<file path="src/ntm_gate_pkg.sv">
// NTM write-weighting gate package
// Q4.12 fixed-point format, logistic breakpoints and the payload structs
`default_nettype none

package ntm_gate_pkg;

  //////////////////////////////////////////////////////////////////////
  // Fixed-point format
  //////////////////////////////////////////////////////////////////////

  // Q4.12 signed
  localparam int DATA_W = 16;
  localparam int FRAC_W = 12;

  typedef logic signed [DATA_W-1:0] fx_t;

  // 1.0 in Q4.12
  localparam fx_t FX_ONE = 16'sd4096;

  //////////////////////////////////////////////////////////////////////
  // Logistic approximation
  //////////////////////////////////////////////////////////////////////

  // Segment breakpoints on |x|
  localparam fx_t SIG_BP_SAT  = 16'sd20480;  // 5.0
  localparam fx_t SIG_BP_HI   = 16'sd9728;   // 2.375
  localparam fx_t SIG_BP_LO   = 16'sd4096;   // 1.0

  // Segment offsets
  localparam fx_t SIG_OFF_HI  = 16'sd3456;   // 0.84375
  localparam fx_t SIG_OFF_MID = 16'sd2560;   // 0.625
  localparam fx_t SIG_OFF_LO  = 16'sd2048;   // 0.5

  // Slopes as right shifts (1/32, 1/8, 1/4)
  localparam int SIG_SHIFT_HI  = 5;
  localparam int SIG_SHIFT_MID = 3;
  localparam int SIG_SHIFT_LO  = 2;

  //////////////////////////////////////////////////////////////////////
  // Payloads
  //////////////////////////////////////////////////////////////////////

  // Incoming request, logits plus weight elements
  typedef struct packed {
    fx_t alloc_logit;
    fx_t write_logit;
    fx_t alloc_weight;
    fx_t content_weight;
  } gate_req_t;

  // After activation, gates replace logits
  typedef struct packed {
    fx_t alloc_gate;
    fx_t write_gate;
    fx_t alloc_weight;
    fx_t content_weight;
  } gated_t;

  // Final write weighting element
  typedef struct packed {
    fx_t write_weight;
  } weight_t;

endpackage

`default_nettype wire

</file>
<file path="src/scalar_logistic.sv">
// Scalar logistic function on one Q4.12 value
// Piecewise-linear, shifts and adds only, two pipeline registers
`default_nettype none

module scalar_logistic
  import ntm_gate_pkg::*;
(
  input  wire  clk,
  input  wire  arst_n,
  input  logic in_valid,
  input  fx_t  x,
  output logic out_valid,
  output fx_t  y
);

  // Segment codes
  typedef enum logic [1:0] {
    SEG_LO,
    SEG_MID,
    SEG_HI,
    SEG_SAT
  } seg_e;

  //////////////////////////////////////////////////////////////////////
  // Stage 1 absolute value and segment select
  //////////////////////////////////////////////////////////////////////

  fx_t  x_sat;
  fx_t  x_abs;
  seg_e seg_d;

  // Stage 1 registers
  logic v1_q;
  fx_t  abs_q;
  logic neg_q;
  seg_e seg_q;

  // Most negative code has no positive twin
  assign x_sat = (x == fx_t'({1'b1, {(DATA_W-1){1'b0}}})) ? x + fx_t'(1) : x;
  assign x_abs = x_sat[DATA_W-1] ? -x_sat : x_sat;

  always_comb begin
    if (x_abs >= SIG_BP_SAT) begin
      seg_d = SEG_SAT;
    end else if (x_abs >= SIG_BP_HI) begin
      seg_d = SEG_HI;
    end else if (x_abs >= SIG_BP_LO) begin
      seg_d = SEG_MID;
    end else begin
      seg_d = SEG_LO;
    end
  end

  // Valid bit only
  always_ff @(posedge clk or negedge arst_n) begin
    if (!arst_n) begin
      v1_q <= 1'b0;
    end else begin
      v1_q <= in_valid;
    end
  end

  always_ff @(posedge clk) begin
    abs_q <= x_abs;
    neg_q <= x_sat[DATA_W-1];
    seg_q <= seg_d;
  end

  //////////////////////////////////////////////////////////////////////
  // Stage 2 shift-add and reflection
  //////////////////////////////////////////////////////////////////////

  fx_t y_pos;
  fx_t y_d;

  always_comb begin
    case (seg_q)
      SEG_SAT: y_pos = FX_ONE;
      SEG_HI:  y_pos = (abs_q >>> SIG_SHIFT_HI) + SIG_OFF_HI;
      SEG_MID: y_pos = (abs_q >>> SIG_SHIFT_MID) + SIG_OFF_MID;
      default: y_pos = (abs_q >>> SIG_SHIFT_LO) + SIG_OFF_LO;
    endcase
  end

  // sigma(-x) = 1 - sigma(x)
  assign y_d = neg_q ? FX_ONE - y_pos : y_pos;

  always_ff @(posedge clk or negedge arst_n) begin
    if (!arst_n) begin
      out_valid <= 1'b0;
    end else begin
      out_valid <= v1_q;
    end
  end

  always_ff @(posedge clk) begin
    y <= y_d;
  end

  // Result always a probability
  a_y_range: assert property (@(posedge clk) disable iff (!arst_n)
    out_valid |-> (y >= 0 && y <= FX_ONE));

endmodule

`default_nettype wire

</file>
<file path="src/credit_fifo.sv">
// Receiver-side credit buffer, generic over its payload type
// Returns one credit pulse for every item popped
`default_nettype none

module credit_fifo #(
  parameter int  DEPTH     = 4,
  parameter type payload_t = logic
) (
  input  wire      clk,
  input  wire      arst_n,
  input  logic     push,
  input  payload_t push_data,
  input  logic     pop,
  output payload_t pop_data,
  output logic     not_empty,
  output logic     credit
);

  localparam int PTR_W = (DEPTH > 1) ? $clog2(DEPTH) : 1;
  localparam int CNT_W = $clog2(DEPTH + 1);

  // Storage
  payload_t mem [DEPTH];

  // Pointers and fill level
  logic [PTR_W-1:0] wr_ptr;
  logic [PTR_W-1:0] rd_ptr;
  logic [CNT_W-1:0] count;

  logic do_pop;

  assign not_empty = (count != '0);
  assign do_pop    = pop && not_empty;

  // Slot freed, hand a credit back now
  assign credit    = do_pop;

  // Head of queue, combinational read
  assign pop_data  = mem[rd_ptr];

  always_ff @(posedge clk or negedge arst_n) begin
    if (!arst_n) begin
      wr_ptr <= '0;
      rd_ptr <= '0;
      count  <= '0;
    end else begin
      if (push) begin
        wr_ptr <= (wr_ptr == PTR_W'(DEPTH - 1)) ? '0 : wr_ptr + 1'b1;
      end
      if (do_pop) begin
        rd_ptr <= (rd_ptr == PTR_W'(DEPTH - 1)) ? '0 : rd_ptr + 1'b1;
      end
      // Simultaneous push and pop leave the level unchanged
      if (push && !do_pop) begin
        count <= count + 1'b1;
      end else if (do_pop && !push) begin
        count <= count - 1'b1;
      end
    end
  end

  always_ff @(posedge clk) begin
    if (push) begin
      mem[wr_ptr] <= push_data;
    end
  end

  // Sender overran its credits
  a_no_overflow: assert property (@(posedge clk) disable iff (!arst_n)
    push |-> (count < CNT_W'(DEPTH) || do_pop));

  // Consumer popped nothing
  a_no_underflow: assert property (@(posedge clk) disable iff (!arst_n)
    pop |-> not_empty);

endmodule

`default_nettype wire

</file>
<file path="src/gate_activation_stage.sv">
// Gate activation stage
// Applies the logistic to both logits and forwards gates with the weights
`default_nettype none

module gate_activation_stage
  import ntm_gate_pkg::*;
#(
  parameter int MID_DEPTH = 4
) (
  input  wire       clk,
  input  wire       arst_n,
  input  gate_req_t req,
  input  logic      req_avail,
  output logic      req_pop,
  output logic      mid_valid,
  output gated_t    mid_data,
  input  logic      mid_credit
);

  localparam int CNT_W = $clog2(MID_DEPTH + 1);

  //////////////////////////////////////////////////////////////////////
  // Mid link credits
  //////////////////////////////////////////////////////////////////////

  logic [CNT_W-1:0] credit_cnt;

  // Credit is taken at pop so in-flight items always own a slot
  assign req_pop = req_avail && (credit_cnt != '0);

  always_ff @(posedge clk or negedge arst_n) begin
    if (!arst_n) begin
      credit_cnt <= CNT_W'(MID_DEPTH);
    end else if (req_pop && !mid_credit) begin
      credit_cnt <= credit_cnt - 1'b1;
    end else if (mid_credit && !req_pop) begin
      credit_cnt <= credit_cnt + 1'b1;
    end
  end

  //////////////////////////////////////////////////////////////////////
  // Logistic pipelines
  //////////////////////////////////////////////////////////////////////

  logic alloc_valid;
  logic write_valid;
  fx_t  alloc_gate;
  fx_t  write_gate;

  // g_a
  scalar_logistic u_alloc_logistic (
    .clk      (clk),
    .arst_n   (arst_n),
    .in_valid (req_pop),
    .x        (req.alloc_logit),
    .out_valid(alloc_valid),
    .y        (alloc_gate)
  );

  // g_w
  scalar_logistic u_write_logistic (
    .clk      (clk),
    .arst_n   (arst_n),
    .in_valid (req_pop),
    .x        (req.write_logit),
    .out_valid(write_valid),
    .y        (write_gate)
  );

  //////////////////////////////////////////////////////////////////////
  // Weight side pipe
  //////////////////////////////////////////////////////////////////////

  // Two stages, matching the logistic latency
  fx_t a_q1;
  fx_t c_q1;
  fx_t a_q2;
  fx_t c_q2;

  always_ff @(posedge clk) begin
    a_q1 <= req.alloc_weight;
    c_q1 <= req.content_weight;
    a_q2 <= a_q1;
    c_q2 <= c_q1;
  end

  assign mid_valid = alloc_valid && write_valid;

  assign mid_data.alloc_gate     = alloc_gate;
  assign mid_data.write_gate     = write_gate;
  assign mid_data.alloc_weight   = a_q2;
  assign mid_data.content_weight = c_q2;

  // Never more credits than the mid buffer holds
  a_credit_max: assert property (@(posedge clk) disable iff (!arst_n)
    credit_cnt <= CNT_W'(MID_DEPTH));

endmodule

`default_nettype wire

</file>
<file path="src/weighting_blend_stage.sv">
// Write-weighting blend stage
// w = g_w * (g_a * a + (1 - g_a) * c), two pipeline registers
`default_nettype none

module weighting_blend_stage
  import ntm_gate_pkg::*;
#(
  parameter int OUT_CREDITS = 2
) (
  input  wire     clk,
  input  wire     arst_n,
  input  gated_t  mid,
  input  logic    mid_avail,
  output logic    mid_pop,
  output logic    out_valid,
  output weight_t out_weight,
  input  logic    out_credit
);

  localparam int CNT_W  = $clog2(OUT_CREDITS + 1);
  localparam int PROD_W = 2 * DATA_W + 2;

  //////////////////////////////////////////////////////////////////////
  // Output credits
  //////////////////////////////////////////////////////////////////////

  logic [CNT_W-1:0] credit_cnt;
  logic [1:0]       in_flight;
  logic             v1_q;

  // Items popped but not yet charged to the counter
  assign in_flight = {1'b0, v1_q} + {1'b0, out_valid};

  // Pop only with a credit left over after in-flight items
  assign mid_pop = mid_avail && (int'(credit_cnt) > int'(in_flight));

  always_ff @(posedge clk or negedge arst_n) begin
    if (!arst_n) begin
      credit_cnt <= CNT_W'(OUT_CREDITS);
    end else if (out_valid && !out_credit) begin
      credit_cnt <= credit_cnt - 1'b1;
    end else if (out_credit && !out_valid) begin
      credit_cnt <= credit_cnt + 1'b1;
    end
  end

  //////////////////////////////////////////////////////////////////////
  // Stage 1 interpolation
  //////////////////////////////////////////////////////////////////////

  logic signed [DATA_W:0]   ga_ext;
  logic signed [DATA_W:0]   one_minus_ga;
  logic signed [PROD_W-1:0] mix_sum;
  fx_t                      t_d;

  // Registered interpolation and write gate
  fx_t t_q;
  fx_t gw_q;

  // 17 bits so 1 - g_a stays exact
  assign ga_ext       = mid.alloc_gate;
  assign one_minus_ga = FX_ONE - ga_ext;

  // Full-width sum, one truncating shift
  assign mix_sum = ga_ext * mid.alloc_weight + one_minus_ga * mid.content_weight;
  assign t_d     = fx_t'(mix_sum >>> FRAC_W);

  always_ff @(posedge clk or negedge arst_n) begin
    if (!arst_n) begin
      v1_q <= 1'b0;
    end else begin
      v1_q <= mid_pop;
    end
  end

  always_ff @(posedge clk) begin
    t_q  <= t_d;
    gw_q <= mid.write_gate;
  end

  //////////////////////////////////////////////////////////////////////
  // Stage 2 write gate scaling
  //////////////////////////////////////////////////////////////////////

  logic signed [2*DATA_W-1:0] scale_prod;

  assign scale_prod = gw_q * t_q;

  always_ff @(posedge clk or negedge arst_n) begin
    if (!arst_n) begin
      out_valid <= 1'b0;
    end else begin
      out_valid <= v1_q;
    end
  end

  always_ff @(posedge clk) begin
    out_weight.write_weight <= fx_t'(scale_prod >>> FRAC_W);
  end

  // Counter within the sink's grant
  a_credit_max: assert property (@(posedge clk) disable iff (!arst_n)
    credit_cnt <= CNT_W'(OUT_CREDITS));

  // Every output is covered by a credit
  a_credit_min: assert property (@(posedge clk) disable iff (!arst_n)
    out_valid |-> (credit_cnt != '0));

endmodule

`default_nettype wire

</file>
<file path="src/ntm_write_weighting.sv">
// NTM write-weighting gate path, top level
// Input buffer, activation, mid buffer and blend chained by credit links
`default_nettype none

module ntm_write_weighting
  import ntm_gate_pkg::*;
#(
  parameter int IN_DEPTH    = 4,
  parameter int MID_DEPTH   = 4,
  parameter int OUT_CREDITS = 2
) (
  input  wire       clk,
  input  wire       arst_n,
  input  logic      in_valid,
  input  gate_req_t in_req,
  output logic      in_credit,
  output logic      out_valid,
  output weight_t   out_weight,
  input  logic      out_credit
);

  //////////////////////////////////////////////////////////////////////
  // Interconnect
  //////////////////////////////////////////////////////////////////////

  // Input buffer to activation
  gate_req_t req_head;
  logic      req_avail;
  logic      req_pop;

  // Activation to mid buffer
  logic      mid_valid;
  gated_t    mid_data;
  logic      mid_credit;

  // Mid buffer to blend
  gated_t    mid_head;
  logic      mid_avail;
  logic      mid_pop;

  // Request buffer, credits go back to the external source
  credit_fifo #(
    .DEPTH    (IN_DEPTH),
    .payload_t(gate_req_t)
  ) u_in_fifo (
    .clk      (clk),
    .arst_n   (arst_n),
    .push     (in_valid),
    .push_data(in_req),
    .pop      (req_pop),
    .pop_data (req_head),
    .not_empty(req_avail),
    .credit   (in_credit)
  );

  gate_activation_stage #(
    .MID_DEPTH(MID_DEPTH)
  ) u_activation (
    .clk       (clk),
    .arst_n    (arst_n),
    .req       (req_head),
    .req_avail (req_avail),
    .req_pop   (req_pop),
    .mid_valid (mid_valid),
    .mid_data  (mid_data),
    .mid_credit(mid_credit)
  );

  // Gated values wait here for the blend stage
  credit_fifo #(
    .DEPTH    (MID_DEPTH),
    .payload_t(gated_t)
  ) u_mid_fifo (
    .clk      (clk),
    .arst_n   (arst_n),
    .push     (mid_valid),
    .push_data(mid_data),
    .pop      (mid_pop),
    .pop_data (mid_head),
    .not_empty(mid_avail),
    .credit   (mid_credit)
  );

  weighting_blend_stage #(
    .OUT_CREDITS(OUT_CREDITS)
  ) u_blend (
    .clk       (clk),
    .arst_n    (arst_n),
    .mid       (mid_head),
    .mid_avail (mid_avail),
    .mid_pop   (mid_pop),
    .out_valid (out_valid),
    .out_weight(out_weight),
    .out_credit(out_credit)
  );

endmodule

`default_nettype wire

</file>
<file path="config.mk">
export PLATFORM = sky130hd
export DESIGN_NAME = ntm_write_weighting
export DESIGN_NICKNAME = d
export VERILOG_FILES = /design/src/ntm_gate_pkg.sv /design/src/scalar_logistic.sv /design/src/credit_fifo.sv /design/src/gate_activation_stage.sv /design/src/weighting_blend_stage.sv /design/src/ntm_write_weighting.sv
export SDC_FILE = /design/constraint.sdc
export NUM_CORES = 2
export LEC_CHECK = 0
export BUFFER_PORTS_ARGS = -buffer_cell sky130_fd_sc_hd__buf_2
export CORE_MARGIN = 5
export CORE_UTILIZATION = 59
export CTS_CLUSTER_DIAMETER = 100
export CTS_CLUSTER_SIZE = 40
export DETAILED_ROUTE_END_ITERATION = 10
export PLACE_DENSITY_LB_ADDON = 0.3
export SYNTH_ARGS = -nofsm -noshare
export SYNTH_HDL_FRONTEND = slang
export SYNTH_HIERARCHICAL = 1
export SYNTH_SLANG_ARGS = --single-unit
</file>
<file path="constraint.sdc">
create_clock -name clk -period 8 [get_ports clk]
set_input_delay 0 -clock clk [delete_from_list [all_inputs] [get_ports clk]]
set_output_delay 0 -clock clk [all_outputs]
set_load 0.005 [all_outputs]
</file>
==> results by group <==
Layout
  – Fraction of final layout cells with drive strength greater than 1: 0.1252
  – Largest registers ranked by flip-flop count: u_in_fifo/mem (256), u_mid_fifo/mem (256)
  – Final net count: roughly 5,600
  – Post-route standard cell area excluding fillers: 0.05771 mm2
  – Post-route insts no fill: approximately 5,800
  – Multi-input combinational cell area: 0.02926 mm2
  – Post-Route Utilization: 0.6510
  – Commonest non-fill, non-tap cells in the layout: inv_1, fa_1, edfxtp_1
  – Count of filler cells inserted in the layout: between 6,000 and 7,000
  – Register cell area after layout: around 0.020 mm2
  – Most frequent standard cell in the layout excluding fill and tap cells: inv_1
  – Area growth from synthesis to layout: 9.237%

Critical path
  – Crit end category: flop
  – Worst endpoint required time: about 8.6 ns
  – Nature of the critical path startpoint: flop
  – Launching instance or port of the critical path: u_mid_fifo/rd_ptr[0]
  – Delay contributed by the slowest stage of the critical path: ~0.55 ns
  – FF-to-FF path depth: 29
  – Worst reg2reg path startpoint: u_mid_fifo/rd_ptr[0]
  – Critical path's most frequent cell: fa_1
  – WS Path Type: flop to flop
  – Register-to-Register Setup Slack: -0.33 ns
  – Maximum fanout encountered on the critical timing path: 6
  – Slowest cell on the critical path: or4_4
  – Critical path arrival: 8.87 ns

Worst hold path
  – Hold path cells: 2
  – Kind of path behind the tightest hold check: input port to flop
  – Start point of the worst min-delay path: in_req[61]

Synthesis
  – Number of synthesized flops with an enable pin: between 500 and 600
  – Synth warnings: 6
  – Area share of and/or/nand/nor cells after synthesis: 0.09652
  – Seq/Total Area, Yosys: 0.3704
  – Post-Syn Instances: about 4,300
  – Share of synthesized cell area in full adder, half adder and majority cells: 0.3372
  – Multiplexer share of the synthesized area: 0.06120
  – Complex-gate fraction of the synthesized area: 0.02425
  – Number of library cell types mapped by synthesis: 83
  – Post-synth top flop: edfxtp_1
  – Mapped cell area: 0.05283 mm2
  – Share of flip-flops with an asynchronous set or reset after synthesis: 0.03497
  – Post-synthesis net count: roughly 5,400
  – Largest family of logic cells by synthesized area: adder cells
  – Syn Area/Cell: ~12 um2
  – Synthesized-area fraction occupied by xor and xnor cells: 0.02868
  – Number of flip-flops and latches in the synthesized netlist: between 700 and 800

Clocking
  – # clock sinks: 715
  – CTS Root Cell: clkbuf_16
  – Latest clock arrival within the worst-skew pair: between 0.6 and 0.7 ns
  – CTS tree: yes
  – Number of CTS-inserted buffers: 26
  – Number of buffers on the longest clock path: 3
  – Clock-pin slew reported for the worst setup and hold paths after clock tree synthesis: 0.13 ns
  – Number of H-tree branching levels: 1

Place
  – # placed instances: 5,623
  – Detailed Place HPWL: 81,900 um
  – Number of buffers inserted by port buffering: 85
  – Final Wtd Congestion: 0.8689
  – Dpl cell area: around 0.056 mm2

Timing
  – Worst setup margin: -0.3285 ns
  – Normalized max-slew margin: 0.3108
  – Maximum clock rate: approximately 0.12 GHz
  – Share of the clock period used by the worst path after layout: 1.041
  – Summed negative setup slack over all endpoints: -2.011 ns
  – Final min period: around 8.3 ns
  – Setup violations, final: 10
  – Worst clock skew on the final layout: 0.05866 ns
  – Worst Tran Pin Value: 1.023 ns
  – Setup repair after global routing missed its margin: yes
  – Number of hold violations in the final report: 0
  – Final Max Slew Viols: 0

Die
  – Initial cell density of the core: 0.5959
  – Die span in x: approximately 310 um
  – IO Pins: 86
  – Area of the core: roughly 0.089 mm2
  – Die ar.: roughly 0.096 mm2
  – Vertical extent of the die: a little over 300 um
  – Standard-cell row count: about 110

Routing
  – Total Wirelength: 105,400 um
  – Number of nets with antenna violations after routing: 0
  – Vias per inst: roughly 5.4
  – Detailed-route via count: around 31,000
  – DRT iter0 DRCs: between 1,500 and 2,000
  – First drt pass iteration count: 5
  – Final routed DRC violation total: 0
  – Routed length per instance: between 15 and 20 um

Run status
  – Status: finished with violations
  – Violated checks: negative setup slack

Power
  – Relative contribution of the clock network to total power: 0.237
  – Pwr dens: between 100 and 150 mW/mm2
  – P_sw: 1990 uW
  – Sequential cell fraction of total power: 0.628
  – Switching power as a share of total power: 0.2611
  – Largest vdd supply drop: about 0.35 mV
  – Logic pwr share: 0.135
  – Internal Pwr Total: around 5600 uW
  – Leakage component of the power: 0.02499 uW
  – Final Power: 7621 uW

GRT
  – Global route total overflow: 0
  – Number of antenna violations at the first check in global routing: 1
  – GRT Total Usage: 0.2345
  – Pin count of the biggest net entering global routing: 65
  – Vias in the first global route: roughly 34,000
  – First-pass GRT wire length: approximately 180,000 um

Job
  – Number of maximum-capacitance violations: 0
[cells in the mapped netlist (21+ instances only)]
cell type / count / area share
o21ai_0: 37 / 0.0035
xor2_1: 43 / 0.0071
buf_2: 27 / 0.0026
dfxtp_1: 178 / 0.067
mux4_2: 128 / 0.055
mux2i_1: 26 / 0.0049
inv_1: 946 / 0.067
fa_1: 736 / 0.28
nand2_1: 454 / 0.032
nand2b_1: 24 / 0.0028
nor2_1: 83 / 0.0059
xnor2_1: 120 / 0.020
dfrtp_1: 23 / 0.011
and2_1: 320 / 0.038
nor3_1: 21 / 0.0020
clkbuf_1: 112 / 0.0080
edfxtp_1: 512 / 0.29
ha_1: 246 / 0.058
a21oi_1: 39 / 0.0037
[timing repair]
action / in CTS / in global routing
hold buffers: 69 / 0
endpoints found under the hold margin: 288 / 0
resized for setup: 38 / 16
endpoints found under the setup margin: 13 / 15
pin swaps: 21 / 16
setup buffers: 9 / 0
[logic make-up (layout without fill, tap and decap cells)]
family                   Yosys count  in the layout
adder cells (fa/ha/maj)          982            982
buffers and inverters           1112           1360
XOR/XNOR                         168            168
other                              0              1
flip-flops                       715            715
AND/OR/NAND/NOR                 1007           1007
multiplexers                     162            162
AO/OA/AOI/OAI                    190            190
[power by group through the flow]
stage	sequential (uW)	combinational, uW	clock, uW
2_1_floorplan	4740	804	0
3_3_place_gp	4830	977	0
3_5_place_dp	4870	997	0
4_1_cts	4790	1030	1860
5_1_grt	4840	1150	2010
6_report	4790	1030	1810
[metal layers]
layer / global-route usage / vias to the layer above / wire length, um
li1: - / 14030 / -
met5: 0 / - / 0
met2: 0.4068 / 799 / 53410
met4: 0.06100 / 0 / 3089
met3: 0.02867 / 149 / 5465
met1: 0.3205 / 15820 / 43450
[stage by stage]
stage | worst slack (ns) | hold WS (ns)
floorplan | -0.1780 | -0.2956
global route | -0.6236 | 0.05717
CTS | -0.3113 | 0.03344
global placement | -0.4054 | 0.03726
detailed placement | -0.5156 | 0.04124
finish | -0.3285 | 0.08641
[critical path: cells and delay by family, from the launching register on]
family,cells,cell delay [ns]
mux,1,0.46
fa+ha+maj,9,4.10
xor+xnor,2,0.42
compound gates,7,1.20
flops,1,0.51
simple gates,5,1.21
buf+inv,5,0.33
[layout make-up]
type | count | share of cell area
antenna | 1 | 0.00004336
clock buffer | 39 | 0.01212
clock inverter | 9 | 0.004033
inverter | 947 | 0.06160
multi-input combinational | 2509 | 0.5071
sequential | 715 | 0.3392
tap | 1165 | 0.02526
timing repair buffer | 365 | 0.05065
[final timing paths]
kind                                         endpoint
worst min-delay path             u_in_fifo/mem[2][61]
min in group asynchronous       u_blend/credit_cnt[1]
worst max-delay path                  u_blend/t_q[15]
max in group asynchronous        u_mid_fifo/rd_ptr[0]
worst max register to register        u_blend/t_q[15]
worst min register to register  u_activation/c_q2[12]
Note: power is estimated with default switching activity, not from simulation.
